[src/logic/hps_io_defs.svh]
/* host i/o channel parameters */

`ifndef HPS_IO_DEFS_SVH
`define HPS_IO_DEFS_SVH

// host word, one per strobe
`define HPS_WORD_W 16

// joysticks, analog sticks, paddles and spinners
`define HPS_NUM_PLAYERS 2

// core status vector and its length in host words
`define HPS_STATUS_W 128
`define HPS_STATUS_WORDS 8

// saturating word counter, stops at 15
`define HPS_CNT_W 4

`endif
[src/logic/hps_io_pkg.sv]
/* host i/o channel types */

`default_nettype none

`include "hps_io_defs.svh"

package hps_io_pkg;

	// command codes still served by the channel
	typedef enum logic [`HPS_WORD_W-1:0] {
		CMD_CFG        = 'h01,
		CMD_JOY0       = 'h02,
		CMD_JOY1       = 'h03,
		CMD_KBD        = 'h05,
		CMD_STICK      = 'h1A,
		CMD_STATUS     = 'h1E,
		CMD_STATUS_REQ = 'h29,
		CMD_MENUMASK   = 'h2E
	} uio_cmd_e;

	// analog stick, -127..+127 per axis
	typedef struct packed {
		logic signed [7:0] y;
		logic signed [7:0] x;
	} stick_analog_t;

	// paddle or spinner, value in the low byte
	typedef struct packed {
		logic [7:0] unused;
		logic [7:0] value;
	} stick_pad_t;

	typedef union packed {
		stick_analog_t analog;
		stick_pad_t    pad;
	} stick_word_u;

	// index byte of the stick command, stick 15 selects paddle/spinner
	typedef struct packed {
		logic [3:0] pdsp;
		logic [3:0] stick;
	} stick_sel_t;

	typedef struct packed {
		logic       toggle;
		logic       pressed;
		logic       extended;
		logic [7:0] code;
	} ps2_key_t;

endpackage

`default_nettype wire

[src/logic/uio_word_if.sv]
/* decoded host word */

`default_nettype none

`include "hps_io_defs.svh"

interface uio_word_if;

	logic                   valid;
	logic                   first;
	logic [`HPS_WORD_W-1:0] cmd;
	// 0 is the command word itself
	logic [`HPS_CNT_W-1:0]  idx;
	logic [`HPS_WORD_W-1:0] data;
	// end of transaction, cmd still holds
	logic                   done;

	modport src (output valid, first, cmd, idx, data, done);
	modport dst (input valid, first, cmd, idx, data, done);

endinterface

`default_nettype wire

[src/logic/hps_io_lite.sv]
/* host i/o channel, top level */

`default_nettype none

`include "hps_io_defs.svh"

module hps_io_lite import hps_io_pkg::*; (
	input  wire                     clk_sys,
	input  wire                     rst_n,
	input  wire                     io_enable,
	input  wire                     io_strobe,
	input  wire [`HPS_WORD_W-1:0]   io_din,
	output logic [`HPS_WORD_W-1:0]  io_dout,
	output logic [1:0]              buttons,
	output logic                    forced_scandoubler,
	output logic                    direct_video,
	output logic [31:0]             joystick_0,
	output logic [31:0]             joystick_1,
	output stick_word_u             joystick_l_analog_0,
	output stick_word_u             joystick_l_analog_1,
	output logic [7:0]              paddle_0,
	output logic [7:0]              paddle_1,
	output logic [8:0]              spinner_0,
	output logic [8:0]              spinner_1,
	output logic [`HPS_STATUS_W-1:0] status,
	input  wire [`HPS_STATUS_W-1:0] status_in,
	input  wire                     status_set,
	input  wire [`HPS_WORD_W-1:0]   status_menumask,
	output ps2_key_t                ps2_key
);

	logic [`HPS_NUM_PLAYERS-1:0][31:0] joystick;
	stick_word_u [`HPS_NUM_PLAYERS-1:0] stick_analog;
	logic [`HPS_NUM_PLAYERS-1:0][7:0]  paddle;
	logic [`HPS_NUM_PLAYERS-1:0][8:0]  spinner;

	uio_word_if word_bus ();

	//////////////////////////////////////////////////////////////////////
	// decode, then three consumers of the same word
	//////////////////////////////////////////////////////////////////////

	uio_cmd_decode i_decode (
		.clk_sys   (clk_sys),
		.rst_n     (rst_n),
		.io_enable (io_enable),
		.io_strobe (io_strobe),
		.io_din    (io_din),
		.word      (word_bus.src)
	);

	uio_input_regs i_input_regs (
		.clk_sys            (clk_sys),
		.rst_n              (rst_n),
		.word               (word_bus.dst),
		.buttons            (buttons),
		.forced_scandoubler (forced_scandoubler),
		.direct_video       (direct_video),
		.joystick           (joystick),
		.stick_analog       (stick_analog),
		.paddle             (paddle),
		.spinner            (spinner),
		.status             (status)
	);

	ps2_key_tracker i_ps2_key (
		.clk_sys (clk_sys),
		.rst_n   (rst_n),
		.word    (word_bus.dst),
		.ps2_key (ps2_key)
	);

	uio_readback i_readback (
		.clk_sys         (clk_sys),
		.rst_n           (rst_n),
		.word            (word_bus.dst),
		.status_in       (status_in),
		.status_set      (status_set),
		.status_menumask (status_menumask),
		.io_dout         (io_dout)
	);

	// per-player ports
	assign joystick_0          = joystick[0];
	assign joystick_1          = joystick[1];
	assign joystick_l_analog_0 = stick_analog[0];
	assign joystick_l_analog_1 = stick_analog[1];
	assign paddle_0            = paddle[0];
	assign paddle_1            = paddle[1];
	assign spinner_0           = spinner[0];
	assign spinner_1           = spinner[1];

endmodule

`default_nettype wire

[src/logic/uio_readback.sv]
/* host read-back */

`default_nettype none

`include "hps_io_defs.svh"

module uio_readback import hps_io_pkg::*; (
	input  wire                     clk_sys,
	input  wire                     rst_n,
	uio_word_if.dst                 word,
	input  wire [`HPS_STATUS_W-1:0] status_in,
	input  wire                     status_set,
	input  wire [`HPS_WORD_W-1:0]   status_menumask,
	output logic [`HPS_WORD_W-1:0]  io_dout
);

	logic                     set_q;
	logic                     set_rise;
	logic [`HPS_CNT_W-1:0]    chg_cnt;
	logic [`HPS_STATUS_W-1:0] status_req;

	assign set_rise = status_set & ~set_q;

	always_ff @(posedge clk_sys) begin
		if (!rst_n) begin
			set_q   <= 1'b0;
			chg_cnt <= '0;
			io_dout <= '0;
		end else begin
			set_q <= status_set;
			if (set_rise)
				chg_cnt <= chg_cnt + 1'b1;
			if (word.done) begin
				io_dout <= '0;
			end else if (word.valid) begin
				io_dout <= '0;
				case (word.cmd)
					CMD_STATUS_REQ: begin
						if (word.first)
							io_dout <= {{(`HPS_WORD_W - 8){1'b0}}, 4'hA, chg_cnt};
						else if (word.idx <= `HPS_STATUS_WORDS)
							io_dout <= status_req[(word.idx - 1) * `HPS_WORD_W +: `HPS_WORD_W];
					end
					CMD_MENUMASK: begin
						if (word.idx == 1)
							io_dout <= status_menumask;
					end
					default: ;
				endcase
			end
		end
	end

	// snapshot of the core status on each rising edge of status_set
	always_ff @(posedge clk_sys) begin
		if (set_rise)
			status_req <= status_in;
	end

endmodule

`default_nettype wire

[src/logic/ps2_key_tracker.sv]
/* keyboard key event */

`default_nettype none

`include "hps_io_defs.svh"

module ps2_key_tracker import hps_io_pkg::*; (
	input  wire     clk_sys,
	input  wire     rst_n,
	uio_word_if.dst word,
	output ps2_key_t ps2_key
);

	logic [31:0] raw;
	logic        skip;
	ps2_key_t    key_next;

	always_comb begin
		key_next.toggle   = ~ps2_key.toggle;
		key_next.pressed  = (raw[15:8] != 8'hF0);
		// E0 prefix sits one byte further back on a release
		key_next.extended = key_next.pressed ? (raw[15:8] == 8'hE0) : (raw[23:16] == 8'hE0);
		key_next.code     = raw[7:0];
		case (raw)
			32'hE012E07C: {key_next.pressed, key_next.extended, key_next.code} = 10'h37C;
			32'h7CE0F012: {key_next.pressed, key_next.extended, key_next.code} = 10'h17C;
			32'hF014F077: {key_next.pressed, key_next.extended, key_next.code} = 10'h377;
			default: ;
		endcase
	end

	always_ff @(posedge clk_sys) begin
		if (!rst_n) begin
			raw     <= '0;
			skip    <= 1'b0;
			ps2_key <= '0;
		end else begin
			if (word.valid && word.cmd == CMD_KBD) begin
				if (word.first)
					raw <= '0;
				else if (&word.data[15:8])
					skip <= 1'b1;
				else if (!skip)
					raw <= {raw[23:0], word.data[7:0]};
			end
			if (word.done) begin
				skip <= 1'b0;
				if (word.cmd == CMD_KBD && !skip)
					ps2_key <= key_next;
			end
		end
	end

endmodule

`default_nettype wire

[src/logic/uio_input_regs.sv]
/* core input registers */

`default_nettype none

`include "hps_io_defs.svh"

module uio_input_regs import hps_io_pkg::*; (
	input  wire                                          clk_sys,
	input  wire                                          rst_n,
	uio_word_if.dst                                      word,
	output logic [1:0]                                   buttons,
	output logic                                         forced_scandoubler,
	output logic                                         direct_video,
	output logic [`HPS_NUM_PLAYERS-1:0][31:0]            joystick,
	output stick_word_u [`HPS_NUM_PLAYERS-1:0]           stick_analog,
	output logic [`HPS_NUM_PLAYERS-1:0][7:0]             paddle,
	output logic [`HPS_NUM_PLAYERS-1:0][8:0]             spinner,
	output logic [`HPS_STATUS_W-1:0]                     status
);

	stick_sel_t  sel;
	stick_word_u din_u;
	logic        joy_sel;

	assign din_u   = word.data;
	assign joy_sel = (word.cmd == CMD_JOY1);

	always_ff @(posedge clk_sys) begin
		if (!rst_n) begin
			buttons            <= '0;
			forced_scandoubler <= 1'b0;
			direct_video       <= 1'b0;
			joystick           <= '0;
			stick_analog       <= '0;
			paddle             <= '0;
			spinner            <= '0;
			status             <= '0;
			sel                <= '0;
		end else if (word.valid && !word.first) begin
			case (word.cmd)
				CMD_CFG: begin
					buttons            <= word.data[1:0];
					forced_scandoubler <= word.data[4];
					direct_video       <= word.data[10];
				end

				// low half first, then high half
				CMD_JOY0, CMD_JOY1: begin
					if (word.idx == 1)
						joystick[joy_sel][15:0] <= word.data;
					else if (word.idx == 2)
						joystick[joy_sel][31:16] <= word.data;
				end

				CMD_STICK: begin
					if (word.idx == 1) begin
						sel <= stick_sel_t'(word.data[7:0]);
					end else if (word.idx == 2) begin
						if (sel.stick < `HPS_NUM_PLAYERS) begin
							stick_analog[sel.stick].analog <= din_u.analog;
						end else if (sel.stick == 4'hF) begin
							if (sel.pdsp < `HPS_NUM_PLAYERS)
								paddle[sel.pdsp] <= din_u.pad.value;
							// spinner bit 8 flags a fresh update
							else if (sel.pdsp >= 8 && sel.pdsp < 8 + `HPS_NUM_PLAYERS)
								spinner[sel.pdsp - 4'd8] <=
									{~spinner[sel.pdsp - 4'd8][8], din_u.pad.value};
						end
					end
				end

				// 16-bit slices, lowest first
				CMD_STATUS: begin
					if (word.idx <= `HPS_STATUS_WORDS)
						status[(word.idx - 1) * `HPS_WORD_W +: `HPS_WORD_W] <= word.data;
				end

				default: ;
			endcase
		end
	end

endmodule

`default_nettype wire

[src/logic/uio_cmd_decode.sv]
/* host word decode */

`default_nettype none

`include "hps_io_defs.svh"

module uio_cmd_decode (
	input  wire                   clk_sys,
	input  wire                   rst_n,
	input  wire                   io_enable,
	input  wire                   io_strobe,
	input  wire [`HPS_WORD_W-1:0] io_din,
	uio_word_if.src               word
);

	logic [`HPS_CNT_W-1:0] cnt;
	logic                  enable_q;

	always_ff @(posedge clk_sys) begin
		if (!rst_n) begin
			cnt        <= '0;
			enable_q   <= 1'b0;
			word.valid <= 1'b0;
			word.first <= 1'b0;
			word.cmd   <= '0;
			word.idx   <= '0;
			word.done  <= 1'b0;
		end else begin
			enable_q   <= io_enable;
			word.valid <= 1'b0;
			// falling edge of the enable closes the transaction
			word.done  <= enable_q & ~io_enable;
			if (!io_enable) begin
				cnt <= '0;
			end else if (io_strobe) begin
				word.valid <= 1'b1;
				word.first <= (cnt == '0);
				word.idx   <= cnt;
				if (cnt == '0)
					word.cmd <= io_din;
				// saturate, long transfers keep the last index
				if (~&cnt)
					cnt <= cnt + 1'b1;
			end
		end
	end

	always_ff @(posedge clk_sys) begin
		if (io_enable && io_strobe)
			word.data <= io_din;
	end

endmodule

`default_nettype wire

[config.mk]
export PLATFORM = sky130hd
export DESIGN_NAME = hps_io_lite
export DESIGN_NICKNAME = d
export VERILOG_FILES = /design/src/logic/hps_io_pkg.sv /design/src/logic/uio_word_if.sv /design/src/logic/hps_io_lite.sv /design/src/logic/uio_readback.sv /design/src/logic/ps2_key_tracker.sv /design/src/logic/uio_input_regs.sv /design/src/logic/uio_cmd_decode.sv
export VERILOG_INCLUDE_DIRS = /design/src /design/src/logic
export SDC_FILE = /design/constraint.sdc
export NUM_CORES = 1
export LEC_CHECK = 0
export BUFFER_PORTS_ARGS = -buffer_cell sky130_fd_sc_hd__buf_2
export CAP_MARGIN = 20
export CORE_ASPECT_RATIO = 0.9
export CORE_MARGIN = 3
export CORE_UTILIZATION = 57
export DETAILED_ROUTE_END_ITERATION = 6
export GPL_ROUTABILITY_DRIVEN = 1
export GPL_TIMING_DRIVEN = 0
export PLACE_DENSITY = 0.81
export SLEW_MARGIN = 20
export SYNTH_ARGS = -nofsm -noshare
export SYNTH_HDL_FRONTEND = slang
export SYNTH_SLANG_ARGS = --single-unit
[constraint.sdc]
create_clock -name clk_sys -period 14.62 [get_ports clk_sys]
set_clock_uncertainty 0.2 [all_clocks]
set_input_delay 0.731 -clock clk_sys [delete_from_list [all_inputs] [get_ports clk_sys]]
set_output_delay 0.731 -clock clk_sys [all_outputs]
set_load 0.01 [all_outputs]
==> results of run 1 <==
per-stage QoR:
stage	hold slack [ns]	setup WS, ns	power [W]	cell area, sq um
finish	0.132	8.57	0.00291	24800
CTS	0.117	8.73	0.00291	24700
global placement	0.220	7.94	0.00164	23000
floorplan	0.204	9.18	0.00158	20200
detailed placement	0.217	8.79	0.00165	23100
global route	0.114	8.28	0.00298	24800
power groups by stage:
stage | registers, W | logic, W | clock network [W]
finish | 0.00149 | 0.000136 | 0.00128
global placement | 0.00152 | 0.000125 | 0
CTS | 0.00149 | 0.000133 | 0.00129
floorplan | 0.00152 | 0.0000686 | 0
global route | 0.00149 | 0.000144 | 0.00135
detailed placement | 0.00152 | 0.000131 | 0
worst min-delay path by stage:
stage	start	endpoint	slack [ns]	cells after the start
5_1_grt	status_in[116]	i_readback.status_req[116]	0.11	1
6_report	status_in[88]	i_readback.status_req[88]	0.13	1
3_3_place_gp	i_decode.enable_q	i_decode.word.done	0.22	2
4_1_cts	status_in[104]	i_readback.status_req[104]	0.12	1
3_5_place_dp	i_decode.enable_q	i_decode.word.done	0.22	2
2_1_floorplan	i_decode.enable_q	i_decode.word.done	0.20	2
sequential cells by signal, summed over array words and instances (netlist names), 8 cells and up:
| signal | flops |
|---|---|
| i_decode.word.cmd | 16 |
| i_decode.word.data | 16 |
| i_input_regs.joystick | 64 |
| i_input_regs.paddle | 16 |
| i_input_regs.sel | 8 |
| i_input_regs.spinner | 18 |
| i_input_regs.status | 128 |
| i_input_regs.stick_analog | 32 |
| i_ps2_key.ps2_key | 11 |
| i_ps2_key.raw | 32 |
| i_readback.io_dout | 16 |
| i_readback.status_req | 128 |
worst max-delay path, stage by stage (launching register included):
cell      delay, ns
dfxtp_1        0.35
clkbuf_1       0.31
buf_1          0.73
clkbuf_1       0.76
o21ai_0        0.22
a21oi_1        0.20
o21ai_0        0.12
ha_1           0.31
clkbuf_1       0.38
nor2b_1        0.23
nand4_1        0.23
a211oi_1       0.55
nand4_1        0.66
buf_2          0.48
mux2i_1        0.17
kinds of logic (layout without fill, tap and decap cells):
logic type / after synthesis / after routing / synth area share [%]
and+or+nand+nor: 645 / 645 / 16.1
adders and majority gates: 13 / 13 / 0.806
muxes: 257 / 257 / 14.7
xor gates and xnor gates: 11 / 11 / 0.545
DFF: 507 / 507 / 57.4
other: 0 / 9 / 0
AOI/OAI and AO/OA: 258 / 258 / 7.42
buffers and inverters: 154 / 700 / 3.01
cell usage in the layout, fill, tap and decap left out, drive strengths merged, types with 7 or more instances in the layout:
cell type and count:
nand4 21, and4 13, diode 9, nand2 230, edfxtp 144, nand3b 37, nor4 14, mux2i 224
nor3 14, nor4bb 7, a22oi 11, mux4 32, a21o 11, nor2b 8, dfxtp 363, a21oi 111
or4 33, buf 478, ha 13, clkinv 9, clkbuf 193, nor2 166, inv 15, nand3 48
nand2b 11, o21ai 88
routing by layer:
| layer | share of wire [%] | GRT usage, % | up-vias | wire [um] |
|---|---|---|---|---|
| met2 | 47 | 52.4 | 928 | 29600 |
| met5 | 0.12 | 0 | - | 78 |
| met3 | 9.6 | 8.53 | 213 | 6040 |
| li1 | - | - | 7659 | - |
| met1 | 39 | 41.1 | 8235 | 24700 |
| met4 | 4.4 | 13.9 | 16 | 2770 |
layout make-up:
type / instances / area [sq um] / share of cell area (%)
sequential: 507 / 11600 / 46.8
multi-input combinational: 1184 / 8020 / 32.3
timing repair buffer: 457 / 2330 / 9.41
clock buffer: 72 / 1410 / 5.71
tap: 462 / 578 / 2.33
buffer: 142 / 566 / 2.28
clock inverter: 17 / 216 / 0.874
inverter: 12 / 45.0 / 0.182
antenna: 9 / 22.5 / 0.0909
==> impl_metrics.ini, run 1 <==
[drt]
drtIter0Drc = 1690
ant_nets = 0
avgViaCountPerCell = 5.96
wl_per_cell_um = 22.1
drc = 0
first_pass_iters = 6
drt_wl_total_um = 63200
num_vias = 17100

[clock_tree]
htreeDepth = 2
tritoncts = built
cts_sinks = 507
holdBufCountCts = 0
cts_setup_buffers = 0
cts_made_buffers = 48
clk_latency_ns = 0.57
post_cts_resized = 0
clk_path_buf_depth = 3
clkTransAtPathRegs_ns = 0.07
cts-root-buf = clkbuf_16

[timing]
relSlewSlack_pct = 33.5
period_needed_ns = 6.05
hold_violations = 0
fmaxAchievable_mhz = 165
final-max-slew-violation-count = 0
rsz0062_at_grt = false
post-route-period-util_pct = 41.4
fin_tns_setup_ns = 0
worst_pin_slew_ns = 0.994
setup_viol = 0

[floorplanning]
die_x_um = 204
die-area_sq_um = 37700
rows = 64
coreArea_sq_um = 34400
io-pin-count = 454
initial_utilization_pct = 58.6
fp.dieH_um = 185

[cells_and_area]
nFillCells = 2491
fin_cells = 2862
fin_util_pct = 72.0
nNetsFinal = 2530
drive_above_1_share_pct = 25.3
areaGrowthSynthToFinish_pct = 22.7

[setup_path]
r2r_slack_ns = 8.57
critPathKind = reg -> reg
required_ns = 14.86
endpoint = i_input_regs.status[118]
arrival_ns = 6.29
reg2reg_depth = 14
worstPathMaxFanout = 10
critPathLaunchType = flip-flop
startpoint = i_decode.word.idx[0]
rr_startpoint = i_decode.word.idx[0]
cp-end-kind = flip-flop
reg2reg_to = i_input_regs.status[118]

[place]
hpwl_um = 45800
portBuffers = 453
placedCellCount = 2764
gp_congestion = 0.951

[status]
status = finished clean

[synthesis]
synth_common_cells = dfxtp_1 (363), nand2_1 (230), mux2i_1 (224)
yosysSeqAreaShare_pct = 57.4
synth_most_common_cell = dfxtp_1
synth_top_area_share_pct = 36.0
synthTopCellsByArea = dfxtp_1 (36%), edfxtp_1 (21%), mux2i_1 (11%)
synth_flop_cell = dfxtp_1
yosysWarnings = 0
syn_area_sq_um = 20200
synth_cell_type_count = 65
syn_avg_cell_area_sq_um = 10.9
synth_nets = 2023
synth_edf_count = 144
ys_ff_latch = 507
yosys.area.top_type = dfxtp_1
synth_cells = 1845
synthArstFlopShare_pct = 0

[grt]
grt_pass1_vias = 16700
grt_pass1_wl_um = 94400
grt_overflow = 0
track_usage_pct = 32.3
grt_antenna_before_repair = 17
grt_max_degree = 60

[power]
p_sw_w = 0.000643
ir_drop_uv = 138
power.internal_w = 0.00227
clkPwrFrac_pct = 44.2
swShare_pct = 22.1
p_per_area_nw_per_um2 = 117
p_leak_nw = 10.0
p_comb_share_pct = 4.7
p_seq_share_pct = 51.1

[worst_hold_path]
holdCritPathClass = in -> reg

[run]
drv_cap = 0
No activity file was read; power rests on OpenSTA's default activity.
==> run 2: changes to the inputs <==
Settings changed: CORE_UTILIZATION 57 to 54, PLACE_DENSITY 0.81 to 0.78.
Clock period 14.62 ns to 5.6 ns, I/O delays scaled along.
==> impl_metrics.ini, run 2 (synthesis gave the netlist of run 1 again) <==
[status]
status = finished clean

[grt]
track_usage_pct = 34.3
grt_max_degree = 54
grt_overflow = 0
grt_pass1_vias = 18100
grt_antenna_before_repair = 9
grt_pass1_wl_um = 106000

[power]
p_leak_nw = 10.8
ir_drop_uv = 288
swShare_pct = 22.7
clkPwrFrac_pct = 43.8
p_per_area_nw_per_um2 = 293
p_comb_share_pct = 6.0
p_seq_share_pct = 50.1
p_sw_w = 0.00176
power.internal_w = 0.00599
p_total_w = 0.00776

[place]
portBuffers = 453
gp_congestion = 0.933
placedCellCount = 2778
pre_cts_ws_ns = -0.178
hpwl_um = 46400

[setup_path]
slowest_delay_ns = 0.90
crit_path_cell_trace = clkbuf_1 > inv_1 > ha_1 > clkbuf_1 > nor2_2 > o21ai_0 > a21oi_1 > o21ai_0 > ha_1 > nor4bb_1 > nand4_1 > a2111oi_2 > clkbuf_1 > nand3_1 > a21oi_1
cp_common_cell = clkbuf_1
reg2reg_depth = 15
path_buf_inv = 4
cp_slowest_cell = a2111oi_2
worstPathMaxFanout = 10
arrival_ns = 5.51
required_ns = 5.89
cp-end-kind = flip-flop
reg2reg_to = i_input_regs.status[13]
critPathKind = reg -> reg
critPathLaunchType = flip-flop
r2r_slack_ns = 0.38
cpLargestDelayFamily = compound AO/OA/AOI/OAI gates
rr_startpoint = i_decode.word.idx[0]

[timing]
fmaxAchievable_mhz = 192
post-route-period-util_pct = 93.2
period_needed_ns = 5.22
worst_slack_ns = 0.380
final-max-slew-violation-count = 0
holdWs_ns = 0.209
relSlewSlack_pct = 32.4
setup_viol = 0
fin_tns_setup_ns = 0
hold_violations = 0
worst_pin_slew_ns = 1.01
rsz0062_at_grt = false

[floorplanning]
fp.dieH_um = 189
die-area_sq_um = 39700
initial_utilization_pct = 55.3
coreArea_sq_um = 36500
rows = 66
io-pin-count = 454
die_x_um = 210

[cells_and_area]
fin_cells = 3042
regArea_sq_um = 11600
nFillCells = 2459
areaGrowthSynthToFinish_pct = 31.1
reg_top3 = i_input_regs.status (128), i_readback.status_req (128), i_input_regs.joystick (64)
layout_commonest_cell = buf_2
multi_input_area_sq_um = 8020
nNetsFinal = 2698
layout_common_cells = buf_2 (465), dfxtp_1 (363), nand2_1 (230)
drive_above_1_share_pct = 23.9

[drt]
wl_met3_um = 6530
first_pass_iters = 6
wl_met1_um = 27000
num_vias = 18400
drtIter0Drc = 2117
routed.top_layer = met5
wl_met2_um = 33900
drt_wl_total_um = 71300
avgViaCountPerCell = 6.04
ant_nets = 0
drc = 0
wl_per_cell_um = 23.4

[clock_tree]
cts_sinks = 507
clk_latency_ns = 0.57
tritoncts = built
clk_path_buf_depth = 3
clkTransAtPathRegs_ns = 0.07
htreeDepth = 2
cts-root-buf = clkbuf_16
cts_made_buffers = 49

[worst_hold_path]
holdCritPathClass = in -> reg
hold_path.startpoint = status_in[28]
hold_end = i_readback.status_req[28]
whs_path_depth = 2

[run]
drv_cap = 0
run 2: changes by cell type in the layout (fill, tap and decap cells not counted), moves of 2 or more:
cell,delta
dlygate4sd3_1,+167
clkinv_2,+3
buf_4,+2
clkbuf_1,-2
clkbuf_8,+2
clkinv_1,-2
run 2: worst max path at each step:
stage                              start                        to  slack [ns]  cells past startpoint
floorplan                     status_set     i_readback.chg_cnt[3]        0.61                      5
detailed placement  i_decode.word.idx[0]  i_input_regs.status[125]       -0.18                     14
CTS                 i_decode.word.idx[0]  i_input_regs.status[125]        0.09                     14
finish              i_decode.word.idx[0]   i_input_regs.status[13]        0.38                     15
global placement              status_set     i_readback.chg_cnt[3]       -0.61                      6
global route        i_decode.word.idx[0]   i_input_regs.status[13]        0.09                     15
run 2: metal layers:
layer  up-vias  global-route usage, %
met5         -                      0
met4         2                   17.1
met1      8922                   42.8
met2      1185                   56.9
met3       262                   7.21
li1       7990                      -
run 2: repair_timing:
action,in CTS,in global routing
pin swaps,0,1
hold buffers,167,0
resized for setup,2,4
setup endpoints to repair,53,98
buffers inserted,0,1
endpoints found under the hold margin,184,0
run 2: worst register-to-register path, stage by stage, from the launching register on:
cell	delay [ns]
dfxtp_1	0.34
clkbuf_1	0.29
inv_1	0.20
ha_1	0.27
clkbuf_1	0.24
nor2_2	0.39
o21ai_0	0.20
a21oi_1	0.19
o21ai_0	0.15
ha_1	0.34
nor4bb_1	0.39
nand4_1	0.30
a2111oi_2	0.90
clkbuf_1	0.42
nand3_1	0.12
a21oi_1	0.21
run 2: power by group through the flow:
| stage | sequential [W] | clock (W) | combinational [W] |
|---|---|---|---|
| 2_1_floorplan | 0.00396 | 0 | 0.000179 |
| 3_3_place_gp | 0.00397 | 0 | 0.000328 |
| 3_5_place_dp | 0.00396 | 0 | 0.000343 |
| 4_1_cts | 0.00388 | 0.00337 | 0.000438 |
| 5_1_grt | 0.00389 | 0.00354 | 0.000490 |
| 6_report | 0.00389 | 0.00340 | 0.000468 |
run 2: area by class of cell:
type	instances	share of cell area, %
clock inverter	14	0.619
multi-input combinational	1184	30.3
inverter	12	0.170
buffer	141	2.13
tap	476	2.25
clock buffer	74	5.52
timing repair buffer	625	15.1
sequential	507	43.8
antenna	9	0.0851
run 2: through the flow:
step / cell area [sq um] / utilization (%)
finish: 26500 / 72.5
global route: 26500 / 72.5
CTS: 26400 / 72.4
detailed placement: 23100 / 63.4
global placement: 23100 / 63.2
floorplan: 20200 / -
